--- config.mk ---
export PLATFORM = sky130hd
export DESIGN_NAME = kmac_errchk_top
export DESIGN_NICKNAME = d
export VERILOG_FILES = /design/src/kmac_pkg.sv /design/src/kmac_errchk.sv /design/src/sha3_round_ctrl.sv /design/src/kmac_err_reg.sv /design/src/kmac_errchk_top.sv
export SDC_FILE = /design/constraint.sdc
export NUM_CORES = 1
export LEC_CHECK = 0
export BUFFER_PORTS_ARGS = -buffer_cell sky130_fd_sc_hd__buf_2
export CAP_MARGIN = 20
export CORE_MARGIN = 10
export CORE_UTILIZATION = 35
export CTS_CLUSTER_DIAMETER = 200
export CTS_CLUSTER_SIZE = 14
export DETAILED_ROUTE_END_ITERATION = 8
export GPL_ROUTABILITY_DRIVEN = 0
export PLACE_DENSITY = 0.69
export RECOVER_POWER = 50
export SLEW_MARGIN = 20
export SYNTH_ARGS = -nofsm -noshare
export SYNTH_HDL_FRONTEND = slang
export SYNTH_SLANG_ARGS = --single-unit
export TNS_END_PERCENT = 50
--- constraint.sdc ---
create_clock -name clk_i -period 3.1 [get_ports clk_i]
set_clock_uncertainty 0.05 [all_clocks]
set_input_delay 0.155 -clock clk_i [delete_from_list [all_inputs] [get_ports clk_i]]
set_output_delay 0.155 -clock clk_i [all_outputs]
set_load 0.02 [all_outputs]
--- src/kmac_pkg.sv ---
/*
  KMAC error checker package
  Shared command, mode, strength and error-code encodings, the error
  record handed from the checker to the error register, and the encoded
  KMAC function-name prefix
*/
package kmac_pkg;

  //////////////////////////////////////////////////////////////////////////
  // Software commands
  //////////////////////////////////////////////////////////////////////////

  // Sparse 6-bit command codes, CmdNone means no strobe this cycle
  typedef enum logic [5:0] {
    CmdNone      = 6'h00,
    CmdStart     = 6'h1D,
    CmdProcess   = 6'h2E,
    CmdManualRun = 6'h31,
    CmdDone      = 6'h16
  } kmac_cmd_e;

  //////////////////////////////////////////////////////////////////////////
  // Hash configuration
  //////////////////////////////////////////////////////////////////////////

  // Hash mode, code 1 is reserved
  typedef enum logic [1:0] {
    Sha3   = 2'd0,
    Shake  = 2'd2,
    CShake = 2'd3
  } sha3_mode_e;

  // Security strength in bits
  typedef enum logic [2:0] {
    L128 = 3'd0,
    L224 = 3'd1,
    L256 = 3'd2,
    L384 = 3'd3,
    L512 = 3'd4
  } keccak_strength_e;

  // First six bytes of the function-name prefix
  typedef logic [47:0] prefix_t;

  // encode_string("KMAC"), left_encode(32) followed by the four characters
  parameter prefix_t EncodedStringKMAC = 48'h4341_4D4B_2001;

  // Permutation round counter
  typedef logic [4:0] round_cnt_t;

  //////////////////////////////////////////////////////////////////////////
  // Error reporting
  //////////////////////////////////////////////////////////////////////////

  // Error codes as seen by software
  typedef enum logic [7:0] {
    ErrNone                         = 8'h00,
    ErrUnexpectedModeStrength       = 8'h06,
    ErrIncorrectFunctionName        = 8'h07,
    ErrSwCmdSequence                = 8'h08,
    ErrSwHashingWithoutEntropyReady = 8'h09
  } err_code_e;

  // Diagnostic payload, layout depends on the code
  typedef logic [23:0] err_info_t;

  typedef struct packed {
    logic      valid;
    err_code_e code;
    err_info_t info;
  } err_t;

endpackage : kmac_pkg

--- src/kmac_errchk.sv ---
/*
  KMAC software error checker
  Tracks the Start, Process, absorbed, ManualRun/Done command sequence in
  a sparsely encoded FSM and checks the configuration at Start. Commands
  that break the sequence or carry a fatal configuration are held back
  from the registered command output.
*/
module kmac_errchk
  import kmac_pkg::*;
#(
  parameter bit EnMasking = 1'b1
) (
  input  logic             clk_i,
  input  logic             rst_ni,

  // Configuration sampled at Start
  input  sha3_mode_e       cfg_mode_i,
  input  keccak_strength_e cfg_strength_i,
  input  logic             kmac_en_i,
  input  prefix_t          cfg_prefix_i,
  input  logic             cfg_en_unsupported_modestrength_i,
  input  logic             entropy_ready_pulse_i,

  // Software command strobe and its filtered, registered copy
  input  kmac_cmd_e        sw_cmd_i,
  output kmac_cmd_e        sw_cmd_o,

  // Engine status
  input  logic             app_active_i,
  input  logic             absorbed_i,
  input  logic             keccak_done_i,

  input  logic             escalate_i,
  input  logic             err_processed_i,
  input  logic             clear_after_error_i,

  output err_t             error_o,
  output logic             sparse_fsm_error_o
);

  ////////////////////////////////////////////////////////////////////////////
  // State encoding
  ////////////////////////////////////////////////////////////////////////////

  // Minimum Hamming distance of 3 between any two states
  typedef enum logic [5:0] {
    StIdle          = 6'b001101,
    StMsgFeed       = 6'b110001,
    StProcessing    = 6'b010110,
    StAbsorbed      = 6'b100010,
    StSqueezing     = 6'b111100,
    StTerminalError = 6'b011011
  } st_e;

  // Compact state code reported in the error info field
  typedef enum logic [2:0] {
    StIdleL,
    StMsgFeedL,
    StProcessingL,
    StAbsorbedL,
    StSqueezingL,
    StErrorL
  } st_logical_e;

  st_e         st_q;
  st_e         st_d;
  st_e         st_gated_d;
  st_logical_e st_l;

  logic start_go;
  logic mode_strength_ok;
  logic err_swsequence;
  logic err_modestrength;
  logic err_prefix;
  logic err_entropy_ready;
  logic cfg_entropy_ready;
  logic block_swcmd;

  ////////////////////////////////////////////////////////////////////////////
  // Checks
  ////////////////////////////////////////////////////////////////////////////

  // Idle to MsgFeed, the only point where configuration is checked
  assign start_go = (st_q == StIdle) && !app_active_i && (sw_cmd_i == CmdStart);

  // Allowed commands per state
  always_comb begin
    err_swsequence     = 1'b0;
    sparse_fsm_error_o = 1'b0;
    case (st_q)
      StIdle:       err_swsequence = !(sw_cmd_i inside {CmdNone, CmdStart});
      StMsgFeed:    err_swsequence = !(sw_cmd_i inside {CmdNone, CmdProcess});
      StProcessing: err_swsequence = (sw_cmd_i != CmdNone);
      StAbsorbed: begin
        err_swsequence = !(sw_cmd_i inside {CmdNone, CmdManualRun, CmdDone});
      end
      StSqueezing:  err_swsequence = (sw_cmd_i != CmdNone);
      // Terminal and unknown codes both flag the FSM
      default:      sparse_fsm_error_o = 1'b1;
    endcase
  end

  // Sha3 takes L224 and up, the XOFs only L128 or L256
  assign mode_strength_ok =
      ((cfg_mode_i == Sha3) && (cfg_strength_i inside {L224, L256, L384, L512})) ||
      ((cfg_mode_i inside {Shake, CShake}) && (cfg_strength_i inside {L128, L256}));

  assign err_modestrength = start_go && !mode_strength_ok;
  assign err_prefix       = start_go && kmac_en_i && (cfg_prefix_i != EncodedStringKMAC);

  // Entropy ready arrives as a pulse, remember it until the error is handled
  always_ff @(posedge clk_i or negedge rst_ni) begin
    if (!rst_ni) begin
      cfg_entropy_ready <= 1'b0;
    end else if (err_processed_i) begin
      cfg_entropy_ready <= 1'b0;
    end else if (entropy_ready_pulse_i && (st_q == StIdle)) begin
      cfg_entropy_ready <= 1'b1;
    end
  end

  // Only a masked engine needs entropy before a KMAC run
  assign err_entropy_ready = EnMasking && start_go && kmac_en_i && !cfg_entropy_ready;

  // Prefix errors are reported but let the command through
  assign block_swcmd = err_swsequence ||
                       (err_modestrength && !cfg_en_unsupported_modestrength_i) ||
                       err_entropy_ready;

  // Command register, a blocked command never reaches the engine
  always_ff @(posedge clk_i or negedge rst_ni) begin
    if (!rst_ni) begin
      sw_cmd_o <= CmdNone;
    end else if (!block_swcmd) begin
      sw_cmd_o <= sw_cmd_i;
    end
  end

  ////////////////////////////////////////////////////////////////////////////
  // Error code
  ////////////////////////////////////////////////////////////////////////////

  always_comb begin
    case (st_q)
      StIdle:       st_l = StIdleL;
      StMsgFeed:    st_l = StMsgFeedL;
      StProcessing: st_l = StProcessingL;
      StAbsorbed:   st_l = StAbsorbedL;
      StSqueezing:  st_l = StSqueezingL;
      default:      st_l = StErrorL;
    endcase
  end

  // Highest priority first
  always_comb begin
    error_o = '{valid: 1'b0, code: ErrNone, info: '0};
    if (err_swsequence) begin
      // Flags, logical state, received command
      error_o.valid = 1'b1;
      error_o.code  = ErrSwCmdSequence;
      error_o.info  = {5'h0, err_swsequence, err_modestrength, err_prefix,
                       5'h0, st_l, 2'b00, sw_cmd_i};
    end else if (err_modestrength) begin
      // Flags, then mode and strength in the low byte
      error_o.valid = 1'b1;
      error_o.code  = ErrUnexpectedModeStrength;
      error_o.info  = {5'h0, err_swsequence, err_modestrength, err_prefix,
                       8'h00, 2'b00, cfg_mode_i, 1'b0, cfg_strength_i};
    end else if (err_prefix) begin
      error_o.valid = 1'b1;
      error_o.code  = ErrIncorrectFunctionName;
      error_o.info  = {5'h0, err_swsequence, err_modestrength, err_prefix, 16'h0000};
    end else if (err_entropy_ready) begin
      error_o.valid = 1'b1;
      error_o.code  = ErrSwHashingWithoutEntropyReady;
      error_o.info  = {4'h0, err_entropy_ready, err_swsequence, err_modestrength,
                       err_prefix, 14'h0000, kmac_en_i, cfg_entropy_ready};
    end
  end

  ////////////////////////////////////////////////////////////////////////////
  // State machine
  ////////////////////////////////////////////////////////////////////////////

  always_comb begin
    st_d = st_q;
    case (st_q)
      StIdle: begin
        if (start_go)
          st_d = StMsgFeed;
      end
      StMsgFeed: begin
        if (sw_cmd_i == CmdProcess)
          st_d = StProcessing;
      end
      // Wait for the permutation to finish absorbing
      StProcessing: begin
        if (absorbed_i)
          st_d = StAbsorbed;
      end
      StAbsorbed: begin
        if (sw_cmd_i == CmdManualRun) begin
          st_d = StSqueezing;
        end else if (sw_cmd_i == CmdDone) begin
          st_d = StIdle;
        end
      end
      StSqueezing: begin
        if (keccak_done_i)
          st_d = StAbsorbed;
      end
      StTerminalError: st_d = StTerminalError;
      // Corrupted encoding
      default:         st_d = StTerminalError;
    endcase

    // Software recovery, never out of the terminal state
    if (clear_after_error_i && (st_d != StTerminalError))
      st_d = StIdle;
  end

  // A blocked command leaves the state untouched
  assign st_gated_d = block_swcmd ? st_q : st_d;

  // Escalation wins over everything
  always_ff @(posedge clk_i or negedge rst_ni) begin
    if (!rst_ni) begin
      st_q <= StIdle;
    end else if (escalate_i) begin
      st_q <= StTerminalError;
    end else begin
      st_q <= st_gated_d;
    end
  end

  StKnown_A: assert property (@(posedge clk_i) disable iff (!rst_ni) !$isunknown(st_q))
    else $error("Checker state is unknown");

  // Once the FSM is broken, no software error may be raised on top of it
  FsmErrNoSwErr_A: assert property (@(posedge clk_i) disable iff (!rst_ni)
    sparse_fsm_error_o |-> !error_o.valid)
    else $error("Software error raised in terminal state");

endmodule : kmac_errchk

--- src/sha3_round_ctrl.sv ---
/*
  SHA3 round controller
  Stands in for the Keccak permutation. Process starts an absorb run and
  ManualRun a squeeze run; after NumRounds cycles the matching one-cycle
  pulse goes back to the checker.
*/
module sha3_round_ctrl
  import kmac_pkg::*;
#(
  parameter int NumRounds = 24
) (
  input  logic      clk_i,
  input  logic      rst_ni,

  // Registered, already filtered command
  input  kmac_cmd_e sw_cmd_i,

  output logic      absorbed_o,
  output logic      done_o
);

  typedef enum logic [1:0] {
    RndIdle,
    RndAbsorb,
    RndSqueeze
  } rnd_st_e;

  // Last round index, the pulse follows on the next cycle
  localparam round_cnt_t LastRound = round_cnt_t'(NumRounds - 1);

  rnd_st_e    st_q;
  round_cnt_t round_q;
  logic       last_round;

  assign last_round = (round_q == LastRound);

  always_ff @(posedge clk_i or negedge rst_ni) begin
    if (!rst_ni) begin
      st_q       <= RndIdle;
      round_q    <= '0;
      absorbed_o <= 1'b0;
      done_o     <= 1'b0;
    end else begin
      // Pulses last a single cycle
      absorbed_o <= 1'b0;
      done_o     <= 1'b0;
      case (st_q)
        RndIdle: begin
          round_q <= '0;
          if (sw_cmd_i == CmdProcess) begin
            st_q <= RndAbsorb;
          end else if (sw_cmd_i == CmdManualRun) begin
            st_q <= RndSqueeze;
          end
        end
        RndAbsorb, RndSqueeze: begin
          round_q <= round_q + 1'b1;
          if (last_round) begin
            absorbed_o <= (st_q == RndAbsorb);
            done_o     <= (st_q == RndSqueeze);
            st_q       <= RndIdle;
          end
        end
        default: st_q <= RndIdle;
      endcase
    end
  end

  // Absorb and squeeze runs never overlap
  PulseOneHot_A: assert property (@(posedge clk_i) disable iff (!rst_ni)
    !(absorbed_o && done_o))
    else $error("Absorbed and done pulsed together");

endmodule : sha3_round_ctrl

--- src/kmac_err_reg.sv ---
/*
  KMAC error register
  Holds the first reported error until software acknowledges it and
  counts, with saturation, the errors that arrive in the meantime
*/
module kmac_err_reg
  import kmac_pkg::*;
(
  input  logic       clk_i,
  input  logic       rst_ni,

  input  err_t       error_i,
  input  logic       err_processed_i,

  output err_t       err_o,
  output logic [3:0] err_drop_cnt_o
);

  logic capture;
  logic drop;

  // Only an empty register takes a new error
  assign capture = error_i.valid && !err_o.valid;
  assign drop    = error_i.valid && err_o.valid;

  // Payload follows every capture, valid is cleared by the acknowledge
  always_ff @(posedge clk_i or negedge rst_ni) begin
    if (!rst_ni) begin
      err_o.valid <= 1'b0;
      err_o.code  <= ErrNone;
      err_o.info  <= '0;
    end else begin
      if (capture) begin
        err_o.code <= error_i.code;
        err_o.info <= error_i.info;
      end
      if (err_processed_i) begin
        err_o.valid <= 1'b0;
      end else if (capture) begin
        err_o.valid <= 1'b1;
      end
    end
  end

  // Saturating drop counter
  always_ff @(posedge clk_i or negedge rst_ni) begin
    if (!rst_ni) begin
      err_drop_cnt_o <= '0;
    end else if (drop && (err_drop_cnt_o != 4'hF)) begin
      err_drop_cnt_o <= err_drop_cnt_o + 4'd1;
    end
  end

  HoldUntilAck_A: assert property (@(posedge clk_i) disable iff (!rst_ni)
    (err_o.valid && !err_processed_i) |=> $stable(err_o))
    else $error("Held error changed without acknowledge");

endmodule : kmac_err_reg

--- src/kmac_errchk_top.sv ---
/*
  KMAC error checking subsystem
  Joins the command checker, the round controller that models the
  permutation, and the software-visible error register
*/
module kmac_errchk_top
  import kmac_pkg::*;
#(
  parameter bit EnMasking = 1'b1,
  parameter int NumRounds = 24
) (
  input  logic             clk_i,
  input  logic             rst_ni,

  input  sha3_mode_e       cfg_mode_i,
  input  keccak_strength_e cfg_strength_i,
  input  logic             kmac_en_i,
  input  prefix_t          cfg_prefix_i,
  input  logic             cfg_en_unsupported_modestrength_i,
  input  logic             entropy_ready_pulse_i,
  input  kmac_cmd_e        sw_cmd_i,
  input  logic             app_active_i,
  input  logic             escalate_i,
  input  logic             err_processed_i,
  input  logic             clear_after_error_i,

  output err_t             err_o,
  output logic [3:0]       err_drop_cnt_o,
  output kmac_cmd_e        sw_cmd_o,
  output logic             absorbed_o,
  output logic             done_o,
  output logic             sparse_fsm_error_o
);

  // Raw error from the checker, before capture
  err_t error;

  kmac_errchk #(
    .EnMasking (EnMasking)
  ) u_errchk (
    .clk_i,
    .rst_ni,
    .cfg_mode_i,
    .cfg_strength_i,
    .kmac_en_i,
    .cfg_prefix_i,
    .cfg_en_unsupported_modestrength_i,
    .entropy_ready_pulse_i,
    .sw_cmd_i,
    .sw_cmd_o,
    .app_active_i,
    .absorbed_i          (absorbed_o),
    .keccak_done_i       (done_o),
    .escalate_i,
    .err_processed_i,
    .clear_after_error_i,
    .error_o             (error),
    .sparse_fsm_error_o
  );

  // Runs off the filtered command
  sha3_round_ctrl #(
    .NumRounds (NumRounds)
  ) u_round_ctrl (
    .clk_i,
    .rst_ni,
    .sw_cmd_i   (sw_cmd_o),
    .absorbed_o,
    .done_o
  );

  kmac_err_reg u_err_reg (
    .clk_i,
    .rst_ni,
    .error_i         (error),
    .err_processed_i,
    .err_o,
    .err_drop_cnt_o
  );

endmodule : kmac_errchk_top

==> metrics.txt <==
DP HPWL=roughly 6700 microns; Post-Synth Simple-Gate Area=roughly 28%; Final period util=a little over 90%; gr ovfl total=0; FMAX=about 350 MHz; RSZ-0062 raised after global routing=no; CTS buffer count=5; Startpoint Class=flip-flop; Slew @ Worst Pin=roughly 2.3 ns; Max Cap Violations=1; Critical Path AT=2.98 ns; cell row count=32; Post-synth top cells=dfrtp_1, nand2_1, o21ai_0; initial antenna violation count=1; DR iter-0 viols=between 150 and 200; Leakage=about 0.0016 uW; vias=2605; CP required=between 3 and 4 ns; fin worst setup slack=0.274 ns; Post-Route Utilization=approximately 44%; Rel. slew slack=-53.0%; Die X=roughly 110 microns; Synth Area in Compound Gates=between 10% and 20%; storage element area=1080 sq um; clock sink total=43; CTS tree=yes; area occupied by multi-input gates=1530 sq um; Tmin final=2.83 ns; global-route wire length before repair=approximately 13000 microns; clk_lat worst skew=0.30 ns; failing checks=max-capacitance violations, max-slew violations; setup TNS=0 ns; largest net degree at the start of global routing=44; die extent in y=approximately 110 microns; fin. max-slew vios=44; status=complete, but fails checks; core area=approximately 7700 sq um; Post-CTS Setup Bufs=0; starting density of the core=a little over a third; xor and xnor fraction of the mapped netlist area=less than 1%; Synth Warn #=0; All-Layer GR Usage=approximately 14%; Root Buffer=clkbuf_8; DRC=0; Post-Syn Area per Cell=between 9 and 10 sq um; PortBufs=just under 100; fin nets=465; Synth Register Bits=43; top post-synthesis cells by area=dfrtp_1, o21ai_0, buf_4; PostCTS Resize Cnt=0; mux cell area share after synthesis=3.79%; vias in the first global route=about 2600; largest family of logic cells by synthesized area=simple AND/OR/NAND/NOR gates; Setup WS pre-CTS=around 0.28 ns; Post-synth ARST share=100%; EDFF count, synth=0; mapped cell area=2740 sq um; clock tree buffer depth=2; number of fill cells=778; WL per Instance=between 15 and 20 microns; Hold WC Path Type=primary input to flip-flop; count of final setup violators=0; Top FF cell, synth=dfrtp_1; Clock Pin Slew Worst Setup and Hold Paths=0.08 ns; critical-path maximum fanout=11; Worst Setup Path Type=flip-flop to flip-flop; htree depth=2; Die ar.=around 12000 sq um; PwrDens=395 nW/um^2; final wirelength=8280 microns; share of cells above drive strength 1=between 20% and 30%; Syn-to-layout area delta=23.7%; Max VDD drop=0.358 mV; Final ANT Viol Nets=0; Post-Synth Adder-Cell Area=under 10%; I/O Pins=114; post-synth top area cell=dfrtp_1; crit path capture type=flip-flop; top-count cell post-synth=dfrtp_1; # diodes=0; Mapped Cells=289; part of the Yosys area used for sequential elements=39.4%; via/cell ratio=5.27; Cell variety after synth=59; TritonRoute pass-1 iters=4; top-area cell type share of the netlist area=36.5%; final hold violations=0
## worst paths after layout
path | start | to | slack (ns) | cells past startpoint
max | u_errchk.st_q[0] | u_err_reg.err_o[2] | 0.27 | 7
min reg2reg | u_err_reg.err_o[10] | u_err_reg.err_o[10] | 0.43 | 2
max reg2reg | u_errchk.st_q[0] | u_err_reg.err_o[2] | 0.27 | 7
min in group asynchronous | rst_ni | u_round_ctrl.round_q[1] | 1.03 | 2
max in group asynchronous | rst_ni | u_err_reg.err_o[8] | 0.66 | 2
min | escalate_i | u_errchk.st_q[2] | 0.03 | 2
## flip-flops by register name (all words and copies together) (netlist names)
signal / cells
u_err_reg.err_drop_cnt_o: 4
u_round_ctrl.round_q: 5
u_round_ctrl.st_q: 2
u_round_ctrl.done_o: 1
u_round_ctrl.absorbed_o: 1
u_errchk.cfg_entropy_ready: 1
u_errchk.sw_cmd_o: 6
u_errchk.st_q: 6
u_err_reg.err_o: 17
## power breakdown
part           internal [uW]  switching (uW)  leakage [uW]  total [uW]
Clock                    322             194     0.0000654         516
Sequential               583            22.3      0.000554         606
Combinational           87.5             129      0.000943         216
Total                    993             345       0.00156        1340
## per-layer routing
layer / share of wire [%] / routed length [microns] / track usage (%) / vias to the layer above
met1: 39 / 3210 / 15.7 / 1227
met5: 0.085 / 7 / 0 / -
li1: - / - / - / 1255
met4: 1.1 / 93 / 4.99 / 2
met3: 8.5 / 702 / 4.46 / 20
met2: 52 / 4270 / 23.1 / 101
## through the flow
step                      power [uW]  std cells  area (sq um)  hold slack (ns)
after floorplan                  748        303          2790           -0.191
after global placement           822        484          3270            0.278
after detailed placement         831        484          3270            0.282
after CTS                       1350        494          3420           0.0120
after global routing            1400        494          3390           0.0209
final                           1340        494          3390           0.0301
## cell type report
type,instances,share of cell area (%)
Sequential cell,43,31.9
Clock buffer,6,2.14
Multi-Input combinational cell,232,45.1
Tap cell,102,3.77
Clock inverter,2,1.77
Timing Repair Buffer,103,14.6
Inverter,6,0.665
## placed cells by master (no fill, tap or decap), drive strengths merged, types with 7 or more instances in the layout
cell type,count
a21oi,13
buf,71
clkbuf,36
conb,15
dfrtp,40
mux2,8
nand2,32
nand3,10
nor2,16
nor2b,8
nor4b,7
o21ai,26
## worst max-delay path, cell delays in order (launching register included)
cell and delay, ns:
dfstp_2 0.62, or3b_1 0.43, and4bb_2 0.44, o311ai_0 0.25, nand2_1 0.22, o21ai_1 0.28
buf_4 0.27, o21ai_0 0.17
## repair_timing
item / in CTS / in global routing
endpoints found under the hold margin: 19 / 0
hold buffers: 2 / 0
setup endpoints to repair: 0 / 0
## kinds of logic (layout without fill, tap and decap cells)
logic type / Yosys count / after routing
compound gates: 75 / 75
xor+xnor: 2 / 2
other cells: 1 / 15
fa+ha+maj: 6 / 6
mux: 9 / 9
simple gates: 125 / 125
flops: 43 / 43
buf+inv: 28 / 117
Power figures use the tool's default switching activity.
